**src/design/uart_line_pkg.sv**
```systemverilog
package uart_line_pkg;

   //////////////////////////////////////////////////////////////////////////
   // frame layout

   localparam int data_bits_c  = 8;   // payload bits per frame
   localparam int frame_bits_c = 10;  // start + data + stop

   // marker bit walks down the rx shift register, byte is done at bit 0
   localparam logic [data_bits_c-1:0] start_marker_c = 8'h80;

   //////////////////////////////////////////////////////////////////////////
   // state machines

   typedef enum logic [1:0] {
      rx_idle_s  = 2'b00,
      rx_start_s = 2'b01,  // waiting for middle of start bit
      rx_data_s  = 2'b11,
      rx_stop_s  = 2'b10   // riding out the stop bit
   } rx_state_e;

   typedef enum logic [1:0] {
      tx_idle_s  = 2'b00,
      tx_start_s = 2'b01,
      tx_send_s  = 2'b10   // data bits followed by stop
   } tx_state_e;

endpackage

```
**src/design/uart_reg_pkg.sv**
```systemverilog
package uart_reg_pkg;

   //////////////////////////////////////////////////////////////////////////
   // apb geometry

   localparam int addr_w_c = 4;
   localparam int data_w_c = 32;

   // register offsets
   localparam logic [addr_w_c-1:0] status_off_c = 4'h0;  // read only
   localparam logic [addr_w_c-1:0] txdata_off_c = 4'h4;  // write only
   localparam logic [addr_w_c-1:0] rxdata_off_c = 4'h8;  // read clears flags

   //////////////////////////////////////////////////////////////////////////
   // status word bits

   localparam int st_tx_busy_c    = 0;
   localparam int st_rx_valid_c   = 1;
   localparam int st_rx_overrun_c = 2;

endpackage

```
**src/design/uart_rx.sv**
```systemverilog
`timescale 1ns/10ps

module uart_rx #(
   parameter int clks_per_bit = 104
) (
   input  logic                                 i_clk,
   input  logic                                 i_nrst,
   input  logic                                 i_uart_rx,
   output logic                                 o_rx_valid,
   output logic [uart_line_pkg::data_bits_c-1:0] o_rx_data
);

   localparam int cnt_w = $clog2(clks_per_bit);
   localparam logic [cnt_w-1:0] full_c = cnt_w'(clks_per_bit - 1);
   localparam logic [cnt_w-1:0] half_c = cnt_w'(clks_per_bit / 2 - 1);

   logic                                 rx_sync;
   uart_line_pkg::rx_state_e             state;
   uart_line_pkg::rx_state_e             state_next;
   logic [cnt_w-1:0]                     count;
   logic                                 half_hit;
   logic                                 full_hit;
   logic                                 start_seen;
   logic [uart_line_pkg::data_bits_c-1:0] shreg;

   ////////////////////////////////////////////////////////////////////////////
   // line synchronizer

   always_ff @(posedge i_clk or negedge i_nrst) begin
      if (!i_nrst) begin
         rx_sync <= 1'b1;  // idle line level
      end else begin
         rx_sync <= i_uart_rx;
      end
   end

   ////////////////////////////////////////////////////////////////////////////
   // state machine

   assign half_hit   = (count == half_c);
   assign full_hit   = (count == full_c);
   assign start_seen = (state == uart_line_pkg::rx_idle_s) & ~rx_sync;

   always_comb begin
      state_next = state;
      case (state)
         uart_line_pkg::rx_idle_s: begin
            if (!rx_sync) state_next = uart_line_pkg::rx_start_s;
         end
         uart_line_pkg::rx_start_s: begin
            if (half_hit) begin
               // a glitch shorter than half a bit goes back to idle
               state_next = rx_sync ? uart_line_pkg::rx_idle_s : uart_line_pkg::rx_data_s;
            end
         end
         uart_line_pkg::rx_data_s: begin
            if (full_hit && shreg[0]) state_next = uart_line_pkg::rx_stop_s;  // last bit
         end
         uart_line_pkg::rx_stop_s: begin
            if (full_hit) state_next = uart_line_pkg::rx_idle_s;
         end
         default: state_next = uart_line_pkg::rx_idle_s;
      endcase
   end

   always_ff @(posedge i_clk or negedge i_nrst) begin
      if (!i_nrst) begin
         state <= uart_line_pkg::rx_idle_s;
      end else begin
         state <= state_next;
      end
   end

   // sample counter, restarts at each sample point
   always_ff @(posedge i_clk or negedge i_nrst) begin
      if (!i_nrst) begin
         count <= '0;
      end else if ((state == uart_line_pkg::rx_idle_s) || full_hit ||
                   ((state == uart_line_pkg::rx_start_s) && half_hit)) begin
         count <= '0;
      end else begin
         count <= count + 1'b1;
      end
   end

   ////////////////////////////////////////////////////////////////////////////
   // shift register, lsb arrives first

   always_ff @(posedge i_clk) begin
      if (start_seen) begin
         shreg <= uart_line_pkg::start_marker_c;
      end else if ((state == uart_line_pkg::rx_data_s) && full_hit) begin
         shreg <= {rx_sync, shreg[uart_line_pkg::data_bits_c-1:1]};
      end
   end

   assign o_rx_valid = (state == uart_line_pkg::rx_stop_s) & full_hit;
   assign o_rx_data  = shreg;

endmodule

```
**src/design/uart_tx.sv**
```systemverilog
`timescale 1ns/10ps

module uart_tx #(
   parameter int clks_per_bit = 104
) (
   input  logic                                 i_clk,
   input  logic                                 i_nrst,
   input  logic                                 i_tx_start,
   input  logic [uart_line_pkg::data_bits_c-1:0] i_tx_data,
   output logic                                 o_uart_tx,
   output logic                                 o_tx_busy
);

   localparam int cnt_w = $clog2(clks_per_bit);
   localparam int bit_w = $clog2(uart_line_pkg::frame_bits_c);
   localparam logic [cnt_w-1:0] full_c = cnt_w'(clks_per_bit - 1);
   localparam logic [bit_w-1:0] last_c = bit_w'(uart_line_pkg::frame_bits_c - 1);

   uart_line_pkg::tx_state_e             state;
   uart_line_pkg::tx_state_e             state_next;
   logic [cnt_w-1:0]                     count;
   logic [bit_w-1:0]                     bit_cnt;
   logic                                 bit_done;
   logic                                 finish;
   logic [uart_line_pkg::data_bits_c-1:0] shreg;

   ////////////////////////////////////////////////////////////////////////////
   // bit timing

   assign bit_done = (count == full_c);
   assign finish   = bit_done & (bit_cnt == last_c);  // end of stop bit

   always_ff @(posedge i_clk or negedge i_nrst) begin
      if (!i_nrst) begin
         count <= '0;
      end else if ((state == uart_line_pkg::tx_idle_s) || bit_done) begin
         count <= '0;
      end else begin
         count <= count + 1'b1;
      end
   end

   // counts start, data and stop bits of the frame
   always_ff @(posedge i_clk or negedge i_nrst) begin
      if (!i_nrst) begin
         bit_cnt <= '0;
      end else if (finish || (state == uart_line_pkg::tx_idle_s)) begin
         bit_cnt <= '0;
      end else if (bit_done) begin
         bit_cnt <= bit_cnt + 1'b1;
      end
   end

   ////////////////////////////////////////////////////////////////////////////
   // state machine

   always_comb begin
      state_next = state;
      case (state)
         uart_line_pkg::tx_idle_s:  if (i_tx_start) state_next = uart_line_pkg::tx_start_s;
         uart_line_pkg::tx_start_s: if (bit_done) state_next = uart_line_pkg::tx_send_s;
         uart_line_pkg::tx_send_s:  if (finish) state_next = uart_line_pkg::tx_idle_s;
         default:                   state_next = uart_line_pkg::tx_idle_s;
      endcase
   end

   always_ff @(posedge i_clk or negedge i_nrst) begin
      if (!i_nrst) begin
         state <= uart_line_pkg::tx_idle_s;
      end else begin
         state <= state_next;
      end
   end

   ////////////////////////////////////////////////////////////////////////////
   // shift register

   // ones fill from the top so the stop bit falls out last
   always_ff @(posedge i_clk) begin
      if ((state == uart_line_pkg::tx_idle_s) && i_tx_start) begin
         shreg <= i_tx_data;
      end else if ((state == uart_line_pkg::tx_send_s) && bit_done) begin
         shreg <= {1'b1, shreg[uart_line_pkg::data_bits_c-1:1]};
      end
   end

   always_comb begin
      case (state)
         uart_line_pkg::tx_idle_s:  o_uart_tx = 1'b1;
         uart_line_pkg::tx_start_s: o_uart_tx = 1'b0;
         default:                   o_uart_tx = shreg[0];
      endcase
   end

   assign o_tx_busy = (state != uart_line_pkg::tx_idle_s);

endmodule

```
**src/design/uart_apb_regs.sv**
```systemverilog
`timescale 1ns/10ps

module uart_apb_regs (
   input  logic                                 i_clk,
   input  logic                                 i_nrst,
   input  logic                                 i_psel,
   input  logic                                 i_penable,
   input  logic                                 i_pwrite,
   input  logic [uart_reg_pkg::addr_w_c-1:0]     i_paddr,
   input  logic [uart_reg_pkg::data_w_c-1:0]     i_pwdata,
   output logic [uart_reg_pkg::data_w_c-1:0]     o_prdata,
   output logic                                 o_pready,
   output logic                                 o_pslverr,
   input  logic                                 i_rx_valid,
   input  logic [uart_line_pkg::data_bits_c-1:0] i_rx_data,
   input  logic                                 i_tx_busy,
   output logic                                 o_tx_start,
   output logic [uart_line_pkg::data_bits_c-1:0] o_tx_data
);

   logic                                 access;
   logic                                 sel_status;
   logic                                 sel_tx;
   logic                                 sel_rx;
   logic                                 mapped;
   logic                                 wr_err;
   logic                                 rd_rx;
   logic                                 rx_valid;
   logic                                 rx_overrun;
   logic [uart_line_pkg::data_bits_c-1:0] rx_byte;
   logic [uart_reg_pkg::data_w_c-1:0]     status;

   ////////////////////////////////////////////////////////////////////////////
   // decode

   assign access     = i_psel & i_penable;  // second cycle of a transfer
   assign sel_status = (i_paddr == uart_reg_pkg::status_off_c);
   assign sel_tx     = (i_paddr == uart_reg_pkg::txdata_off_c);
   assign sel_rx     = (i_paddr == uart_reg_pkg::rxdata_off_c);
   assign mapped     = sel_status | sel_tx | sel_rx;

   // only txdata takes writes, and only while the line is free
   assign wr_err = ~sel_tx | i_tx_busy;

   assign o_pready  = 1'b1;  // no wait states
   assign o_pslverr = access & (i_pwrite ? wr_err : ~mapped);

   ////////////////////////////////////////////////////////////////////////////
   // transmit path

   assign o_tx_start = access & i_pwrite & sel_tx & ~i_tx_busy;
   assign o_tx_data  = i_pwdata[uart_line_pkg::data_bits_c-1:0];

   ////////////////////////////////////////////////////////////////////////////
   // receive holding register

   assign rd_rx = access & ~i_pwrite & sel_rx;

   always_ff @(posedge i_clk) begin
      if (i_rx_valid) begin
         rx_byte <= i_rx_data;  // newest byte always wins
      end
   end

   always_ff @(posedge i_clk or negedge i_nrst) begin
      if (!i_nrst) begin
         rx_valid   <= 1'b0;
         rx_overrun <= 1'b0;
      end else if (i_rx_valid) begin
         rx_valid <= 1'b1;
         // a read in the same cycle consumed the old byte
         if (rd_rx) begin
            rx_overrun <= 1'b0;
         end else if (rx_valid) begin
            rx_overrun <= 1'b1;
         end
      end else if (rd_rx) begin
         rx_valid   <= 1'b0;
         rx_overrun <= 1'b0;
      end
   end

   ////////////////////////////////////////////////////////////////////////////
   // read data

   always_comb begin
      status                                = '0;
      status[uart_reg_pkg::st_tx_busy_c]    = i_tx_busy;
      status[uart_reg_pkg::st_rx_valid_c]   = rx_valid;
      status[uart_reg_pkg::st_rx_overrun_c] = rx_overrun;
   end

   always_comb begin
      o_prdata = '0;  // txdata and holes read as zero
      if (sel_status) begin
         o_prdata = status;
      end else if (sel_rx) begin
         o_prdata[uart_line_pkg::data_bits_c-1:0] = rx_byte;
      end
   end

endmodule

```
**src/design/uart_periph.sv**
```systemverilog
`timescale 1ns/10ps

module uart_periph #(
   parameter int clks_per_bit = 104
) (
   input  logic                             i_clk,
   input  logic                             i_nrst,
   // apb slave
   input  logic                             i_psel,
   input  logic                             i_penable,
   input  logic                             i_pwrite,
   input  logic [uart_reg_pkg::addr_w_c-1:0] i_paddr,
   input  logic [uart_reg_pkg::data_w_c-1:0] i_pwdata,
   output logic [uart_reg_pkg::data_w_c-1:0] o_prdata,
   output logic                             o_pready,
   output logic                             o_pslverr,
   // serial line
   input  logic                             i_uart_rx,
   output logic                             o_uart_tx
);

   logic                                 rx_valid;
   logic [uart_line_pkg::data_bits_c-1:0] rx_data;
   logic                                 tx_busy;
   logic                                 tx_start;
   logic [uart_line_pkg::data_bits_c-1:0] tx_data;

   uart_apb_regs uart_apb_regs_inst (
      .i_clk      (i_clk),
      .i_nrst     (i_nrst),
      .i_psel     (i_psel),
      .i_penable  (i_penable),
      .i_pwrite   (i_pwrite),
      .i_paddr    (i_paddr),
      .i_pwdata   (i_pwdata),
      .o_prdata   (o_prdata),
      .o_pready   (o_pready),
      .o_pslverr  (o_pslverr),
      .i_rx_valid (rx_valid),
      .i_rx_data  (rx_data),
      .i_tx_busy  (tx_busy),
      .o_tx_start (tx_start),
      .o_tx_data  (tx_data)
   );

   uart_rx #(
      .clks_per_bit (clks_per_bit)
   ) uart_rx_inst (
      .i_clk      (i_clk),
      .i_nrst     (i_nrst),
      .i_uart_rx  (i_uart_rx),
      .o_rx_valid (rx_valid),
      .o_rx_data  (rx_data)
   );

   uart_tx #(
      .clks_per_bit (clks_per_bit)
   ) uart_tx_inst (
      .i_clk      (i_clk),
      .i_nrst     (i_nrst),
      .i_tx_start (tx_start),
      .i_tx_data  (tx_data),
      .o_uart_tx  (o_uart_tx),
      .o_tx_busy  (tx_busy)
   );

endmodule

```
**config.mk**
```make
export PLATFORM = sky130hd
export DESIGN_NAME = uart_periph
export DESIGN_NICKNAME = d
export VERILOG_FILES = /design/src/design/uart_line_pkg.sv /design/src/design/uart_reg_pkg.sv /design/src/design/uart_rx.sv /design/src/design/uart_tx.sv /design/src/design/uart_apb_regs.sv /design/src/design/uart_periph.sv
export SDC_FILE = /design/constraint.sdc
export NUM_CORES = 1
export LEC_CHECK = 0
export BUFFER_PORTS_ARGS = -buffer_cell sky130_fd_sc_hd__buf_4
export CAP_MARGIN = 20
export CELL_PAD_IN_SITES_DETAIL_PLACEMENT = 1
export CELL_PAD_IN_SITES_GLOBAL_PLACEMENT = 2
export CORE_UTILIZATION = 28
export DETAILED_ROUTE_END_ITERATION = 8
export PLACE_DENSITY_LB_ADDON = 0.1
export SLEW_MARGIN = 30
export SYNTH_ARGS = -nofsm -noshare
export SYNTH_HDL_FRONTEND = slang
export SYNTH_SLANG_ARGS = --single-unit
```
**constraint.sdc**
```tcl
create_clock -name i_clk -period 3.16 [get_ports i_clk]
set_clock_uncertainty 0.15 [all_clocks]
set_input_delay 0.158 -clock i_clk [delete_from_list [all_inputs] [get_ports i_clk]]
set_output_delay 0.158 -clock i_clk [all_outputs]
set_load 0.1 [all_outputs]
```
Word-level counts from Yosys, hierarchy flattened
Cells that the tools add are included.
{ "totals": {"ff_bits": 49, "inputBits": 42, "output_inout_bits": 35, "elab_cells": 95} }
{ "classes": {"add_sub_neg": 3, "n_eq_ne": 18, "n_mux": 25, "n_bitwise": 18, "n_reduce_logical": 20} }
{ "op_table": {"columns": ["cell", "n"], "rows": [
  ["8-bit 2-to-1 mux", 4],
  ["2-bit 2-to-1 mux", 8],
  ["7-bit by 1-bit adder with 7-bit output (second input constant)", 2],
  ["7-bit == test (second input constant)", 2],
  ["7-bit 2-to-1 mux", 2],
  ["2-bit by 1-bit inequality test with 1-bit output (second input constant)", 6],
  ["1-bit AND", 10],
  ["2-bit nonzero test", 5],
  ["4-bit == test (second input constant)", 2],
  ["4-bit 2-to-1 mux", 2],
  ["2-bit case mux with 4 select lines", 1],
  ["7-bit by 6-bit == test with 1-bit output (second input constant)", 1],
  ["2-bit == test (second input constant)", 3],
  ["1-bit 2-to-1 mux", 6],
  ["2-bit case mux with 3 select lines", 1],
  ["1-bit logical AND", 5],
  ["1-bit inverter", 5],
  ["4-bit by 1-bit adder with 4-bit output (second input constant)", 1],
  ["2-bit by 1-bit == test with 1-bit output (second input constant)", 2],
  ["4-bit by 3-bit == test with 1-bit output (second input constant)", 1],
  ["2-bit zero test", 2],
  ["4-bit zero test", 1],
  ["1-bit logical OR", 4],
  ["4-bit AND reduction", 1],
  ["other kinds (5)", 7]
]} }

Longest topological paths before layout
{ "logic_depth": {"word_depth": 6, "mapped_depth": 5} }

Modules after synthesis
Synthesis repeated with hierarchy kept, for this count alone.
{ "unflattened": {"cells_unflattened": 259, "area_unflattened_um2": 2705.1} }
{ "modules_own_cells": {"columns": ["mod", "n_inst", "cells_each", "area_per_inst_um2", "seq_area_each_um2"], "rows": [
  ["uart_tx", 1, 91, 1024.7, 565.5],
  ["uart_rx", 1, 96, 963.4, 411.6],
  ["uart_apb_regs", 1, 72, 716.9, 290.3]
]} }

Worst setup path after synthesis
No wires, ideal clock.
{ "synth_path": {"path_type": "flip-flop to output port", "from": "register uart_tx_inst.state[1]", "to": "output o_pslverr", "t_arrival_ns": 2.261, "required_time_ns": 2.852, "setup_slack_ns": 0.591, "path_stages_with_launch": 4, "n_path_buf": 0, "path_cell_list": "dfrtp_1 -> nor3b_1 -> nand2b_1 -> a31oi_1"} }
{ "synth_via": {"elab_chain_cells": 4} }
{ "synth_lines": {"columns": ["element", "line", "text"], "rows": [
  ["from (decl)", "uart_tx.sv:19", "uart_line_pkg::tx_state_e state;"],
  ["from (signal assigned)", "uart_tx.sv:69", "state <= uart_line_pkg::tx_idle_s;"],
  ["from (signal assigned)", "uart_tx.sv:71", "state <= state_next;"],
  ["2-bit nonzero test", "uart_tx.sv:95", "assign o_tx_busy = (state != uart_line_pkg::tx_idle_s);"],
  ["1-bit OR", "uart_apb_regs.sv:43", "assign wr_err = ~sel_tx | i_tx_busy;"],
  ["1-bit 2-to-1 mux", "uart_apb_regs.sv:46", "assign o_pslverr = access & (i_pwrite ? wr_err : ~mapped);"],
  ["1-bit AND", "uart_apb_regs.sv:46", null],
  ["to (decl)", "uart_periph.sv:16", "output logic o_pslverr,"]
]} }
No other way between the ends.

Worst setup path in the final report
{ "layout_path": {"from": "register uart_tx_inst.count[0]", "to": "register uart_tx_inst.shreg[1] in the netlist's numbering, enable pin"} }
{ "layout_via": {"elab_chain_cells": 3} }
{ "layout_lines": {"columns": ["element", "line", "text"], "rows": [
  ["from (decl)", "uart_tx.sv:21", "logic [cnt_w-1:0] count;"],
  ["from (signal assigned)", "uart_tx.sv:39", "count <= count + 1'b1;"],
  ["7-bit == test", "uart_tx.sv:30", "assign bit_done = (count == full_c);"],
  ["1-bit logical AND", "uart_tx.sv:82", "end else if ((state == uart_line_pkg::tx_send_s) && bit_done) begin"],
  ["2-bit nonzero test (no line)", null, null],
  ["to (signal assigned)", "uart_tx.sv:81", "shreg <= i_tx_data;"],
  ["to (signal assigned)", "uart_tx.sv:83", "shreg <= {1'b1, shreg[uart_line_pkg::data_bits_c-1:1]};"],
  ["to (decl)", "uart_tx.sv:25", "logic [uart_line_pkg::data_bits_c-1:0] shreg;"]
]} }
No other way between the ends.
A chain may end at the register's enable or synchronous reset.

==> key figures <==
Clock network
  – Skew-Pair Late Insertion Delay: approximately 300 ps
  – CTS tree: built
  – CTS resizes: 0
  – CTS H-tree depth: 2
  – Total CTS buffers: 5
  – Num Clock Sinks: 49
  – Clk Tree Root Cell: clkbuf_8
  – Clock Pin Slew Worst Setup and Hold Paths: about 100 ps
  – Worst-case clock buffer depth: 2

Yosys
  – Yosys top cell area share: 23.8%
  – Cells after synthesis: between 200 and 250
  – Adder-cell area share of the yosys netlist: around 2%
  – EDFF count, synth: 16
  – Synth area leaders: dfrtp_1 (24%), edfxtp_1 (19%), buf_4 (7.4%)
  – Most frequent cell after synthesis: buf_4
  – Synth warn: 0
  – Most used DFF post-synth: dfrtp_1
  – Yosys cell types: 48
  – Largest family of logic cells by synthesized area: simple AND/OR/NAND/NOR gates
  – Synth cell count leaders: buf_4 (25), dfrtp_1 (24), edfxtp_1 (16)
  – #FFs+latches synth: 49
  – Post-synthesis mux area share: under 10%
  – Synth Area in Compound Gates: slightly below 9%
  – Sequential area share after synthesis: roughly half
  – Synthesized area: around 2500 um2
  – Post-synthesis xor/xnor area fraction: under 10%
  – Ys async rst share: about half
  – Syn Area/Cell: 10.6 um2
  – Simple-gate share of the synthesized area: between 20% and 30%
  – Largest area contributor in the netlist: dfrtp_1

Worst setup path
  – Crit path buf inv count: 1
  – Slowest stage delay, CP: 460 ps
  – Arrival @ worst endpoint: slightly above 2000 ps
  – CP Launch Type: flip-flop
  – Crit path kind: reg2reg
  – CP Data Required Time: 3020 ps
  – Crit-path cells: ha_1 > nand3_1 > or2_2 > o21ai_0 > buf_4
  – Slowest-stage cell, CP: or2_2
  – CP Capture Type: flip-flop
  – Reg2reg setup slack: around 950 ps
  – Top Family by Delay on Critical Path: simple AND/OR/NAND/NOR gates
  – Maximum fanout along the worst path: 12

Route
  – Total wire length: ~5.2 mm
  – Vias per std cell: between 4 and 5
  – Remaining DRCs: 0
  – DR WL/cell: roughly 14 um
  – Final ANT Viol Nets: 0
  – Iteration-0 DRC Markers: 18
  – Via count: between 1500 and 2000
  – First drt pass iteration count: 4

Die
  – Die footprint: about 9400 um2
  – Die Height: 96.9 um
  – DIE WIDTH: about 97 um
  – Core Area: about 8700 um2
  – Cell row count: 34
  – Top-level I/O count: 77
  – Initial Util: approximately 29%

Pwr
  – Sequential power share: between 50% and 60%
  – Clock power share: 26.4%
  – Pwr Total: 1520 uW
  – Comb pwr share: ~23%
  – Sw Ratio: between 30% and 40%
  – Leak pwr: 0.00119 uW
  – Sw Pwr: around 550 uW
  – Power Internal: a little under 1000 uW
  – PwrDens: 527 nW/um2
  – Peak VDD IR: between 200 and 250 uV

Cells and area
  – Synth-to-Final Area Change: 14.4%
  – ANT cells: 0
  – Share of layout cells above drive strength 1: between 20% and 30%
  – Nets: 315
  – Fillcell total: a little under 1000
  – Area of the multi-input gates: about 1100 um2
  – Sequential cell area: 1270 um2

STA
  – Max-slew violation count: 0
  – Tightest Pin Transition: 868 ps
  – Setup_tns: 0 ps
  – Period minus WS final: 2210 ps
  – Relative slew slack: about two fifths
  – Tcrit/Tclk final: ~70%
  – Max Fclk: around 0.45 GHz
  – Final Hold Fails: 0
  – RSZ-0062 raised after global routing: no
  – Setup Viol. Count Final: 0

Global route
  – First-pass GRT wire length: between 9 and 10 mm
  – Largest net degree at the start of global routing: 26
  – Global route overflow: 0
  – Vias in the first global route: ~1900
  – Initial antenna violation count: 0
  – GRT Total Usage: 11.6%

Run
  – Max-Cap Viols: 0

Outcome
  – Status: finished, final reports clean

Place
  – Detailed placer's ending HPWL: between 3 and 4 mm
  – Number of port buffers: 27
  – RePlAce Congestion: just under 0.7

Min path
  – Hold Path Class: in2reg
[final timing paths]
path | startpoint | to | cells past startpoint
min in group asynchronous | i_nrst | uart_apb_regs_inst.rx_valid | 2
setup / recovery | uart_tx_inst.count[0] | uart_tx_inst.shreg[1] | 5
setup reg to reg | uart_tx_inst.count[0] | uart_tx_inst.shreg[1] | 5
hold reg to reg | uart_rx_inst.o_rx_data[0] | uart_apb_regs_inst.rx_byte[0] | 0
max in group asynchronous | i_nrst | uart_rx_inst.rx_sync | 2
hold / removal | i_pwdata[4] | uart_tx_inst.shreg[4] | 2
[timing repair]
item                                   4_1_cts  5_1_grt
endpoints found under the hold margin       27        0
setup buffers                                0        0
hold buffers                                 3        0
[power groups by stage]
stage	Sequential [uW]	Combinational, uW	Clock (uW)
2_1_floorplan	759	320	0
3_3_place_gp	787	340	0
3_5_place_dp	784	347	0
4_1_cts	771	352	427
5_1_grt	784	380	451
6_report	772	347	401
[layout make-up]
type | instances | area share [%]
sequential | 49 | 43.9
multi-input combinational | 174 | 38.4
timing repair buffer | 33 | 8.84
tap | 108 | 4.68
clock buffer | 5 | 2.38
clock inverter | 3 | 0.997
inverter | 6 | 0.780
[worst reg2reg max path, stage by stage (launching register included)]
cell and delay (ps):
dfrtp_1 400, ha_1 220, nand3_1 330, or2_2 460
o21ai_0 170, buf_4 190
[cells by family after synthesis]
family | Yosys count
other cells | 2
fa+ha+maj | 4
simple gates | 91
flops | 49
xor+xnor | 5
mux | 16
compound gates | 33
buf+inv | 37
[through the flow]
stage	instance area [um2]	instances	util [%]	worst slack (ps)	hold slack, ps
2_1_floorplan	2610	260	-	591	-288
3_3_place_gp	2760	367	31.6	979	-54.6
3_5_place_dp	2760	367	31.6	981	-48.8
4_1_cts	2890	378	33.1	939	3.06
5_1_grt	2890	378	33.1	756	0.343
6_report	2890	378	33.1	953	12.3
[flip-flops by register name, indices dropped and copies added (netlist names)]
name / count
uart_tx_inst.shreg: 8
uart_rx_inst.state: 2
uart_tx_inst.count: 7
uart_rx_inst.count: 7
uart_tx_inst.bit_cnt: 4
uart_rx_inst.rx_sync: 1
uart_apb_regs_inst.rx_byte: 8
uart_tx_inst.state: 2
uart_apb_regs_inst.rx_valid: 1
uart_apb_regs_inst.rx_overrun: 1
uart_rx_inst.o_rx_data: 8
[cell usage in the layout (no fill, tap or decap), drive strengths merged, types with 4 or more instances in the layout]
cell type  netlist  layout
and3             6       6
mux2            14      14
ha               4       4
nand3            7       7
nand2b           9       9
inv              6       8
o21ai            9       9
dfxtp            8       8
conb             2      25
clkbuf           5       5
nor2             9       9
nor3             9       9
buf             26      30
a21oi            4       4
dfrtp           24      24
or3              4       4
nor2b           10      10
nand2           14      14
edfxtp          16      16
[routing by layer]
layer | up-vias | part of all wire (%) | global-route usage (%)
met5 | - | 0 | 0
met4 | 0 | 1.0 | 3.10
met3 | 7 | 2.7 | 2.75
met2 | 22 | 47 | 18.9
met1 | 847 | 49 | 15.6
li1 | 868 | - | -
(Power assumes the default switching activity.)
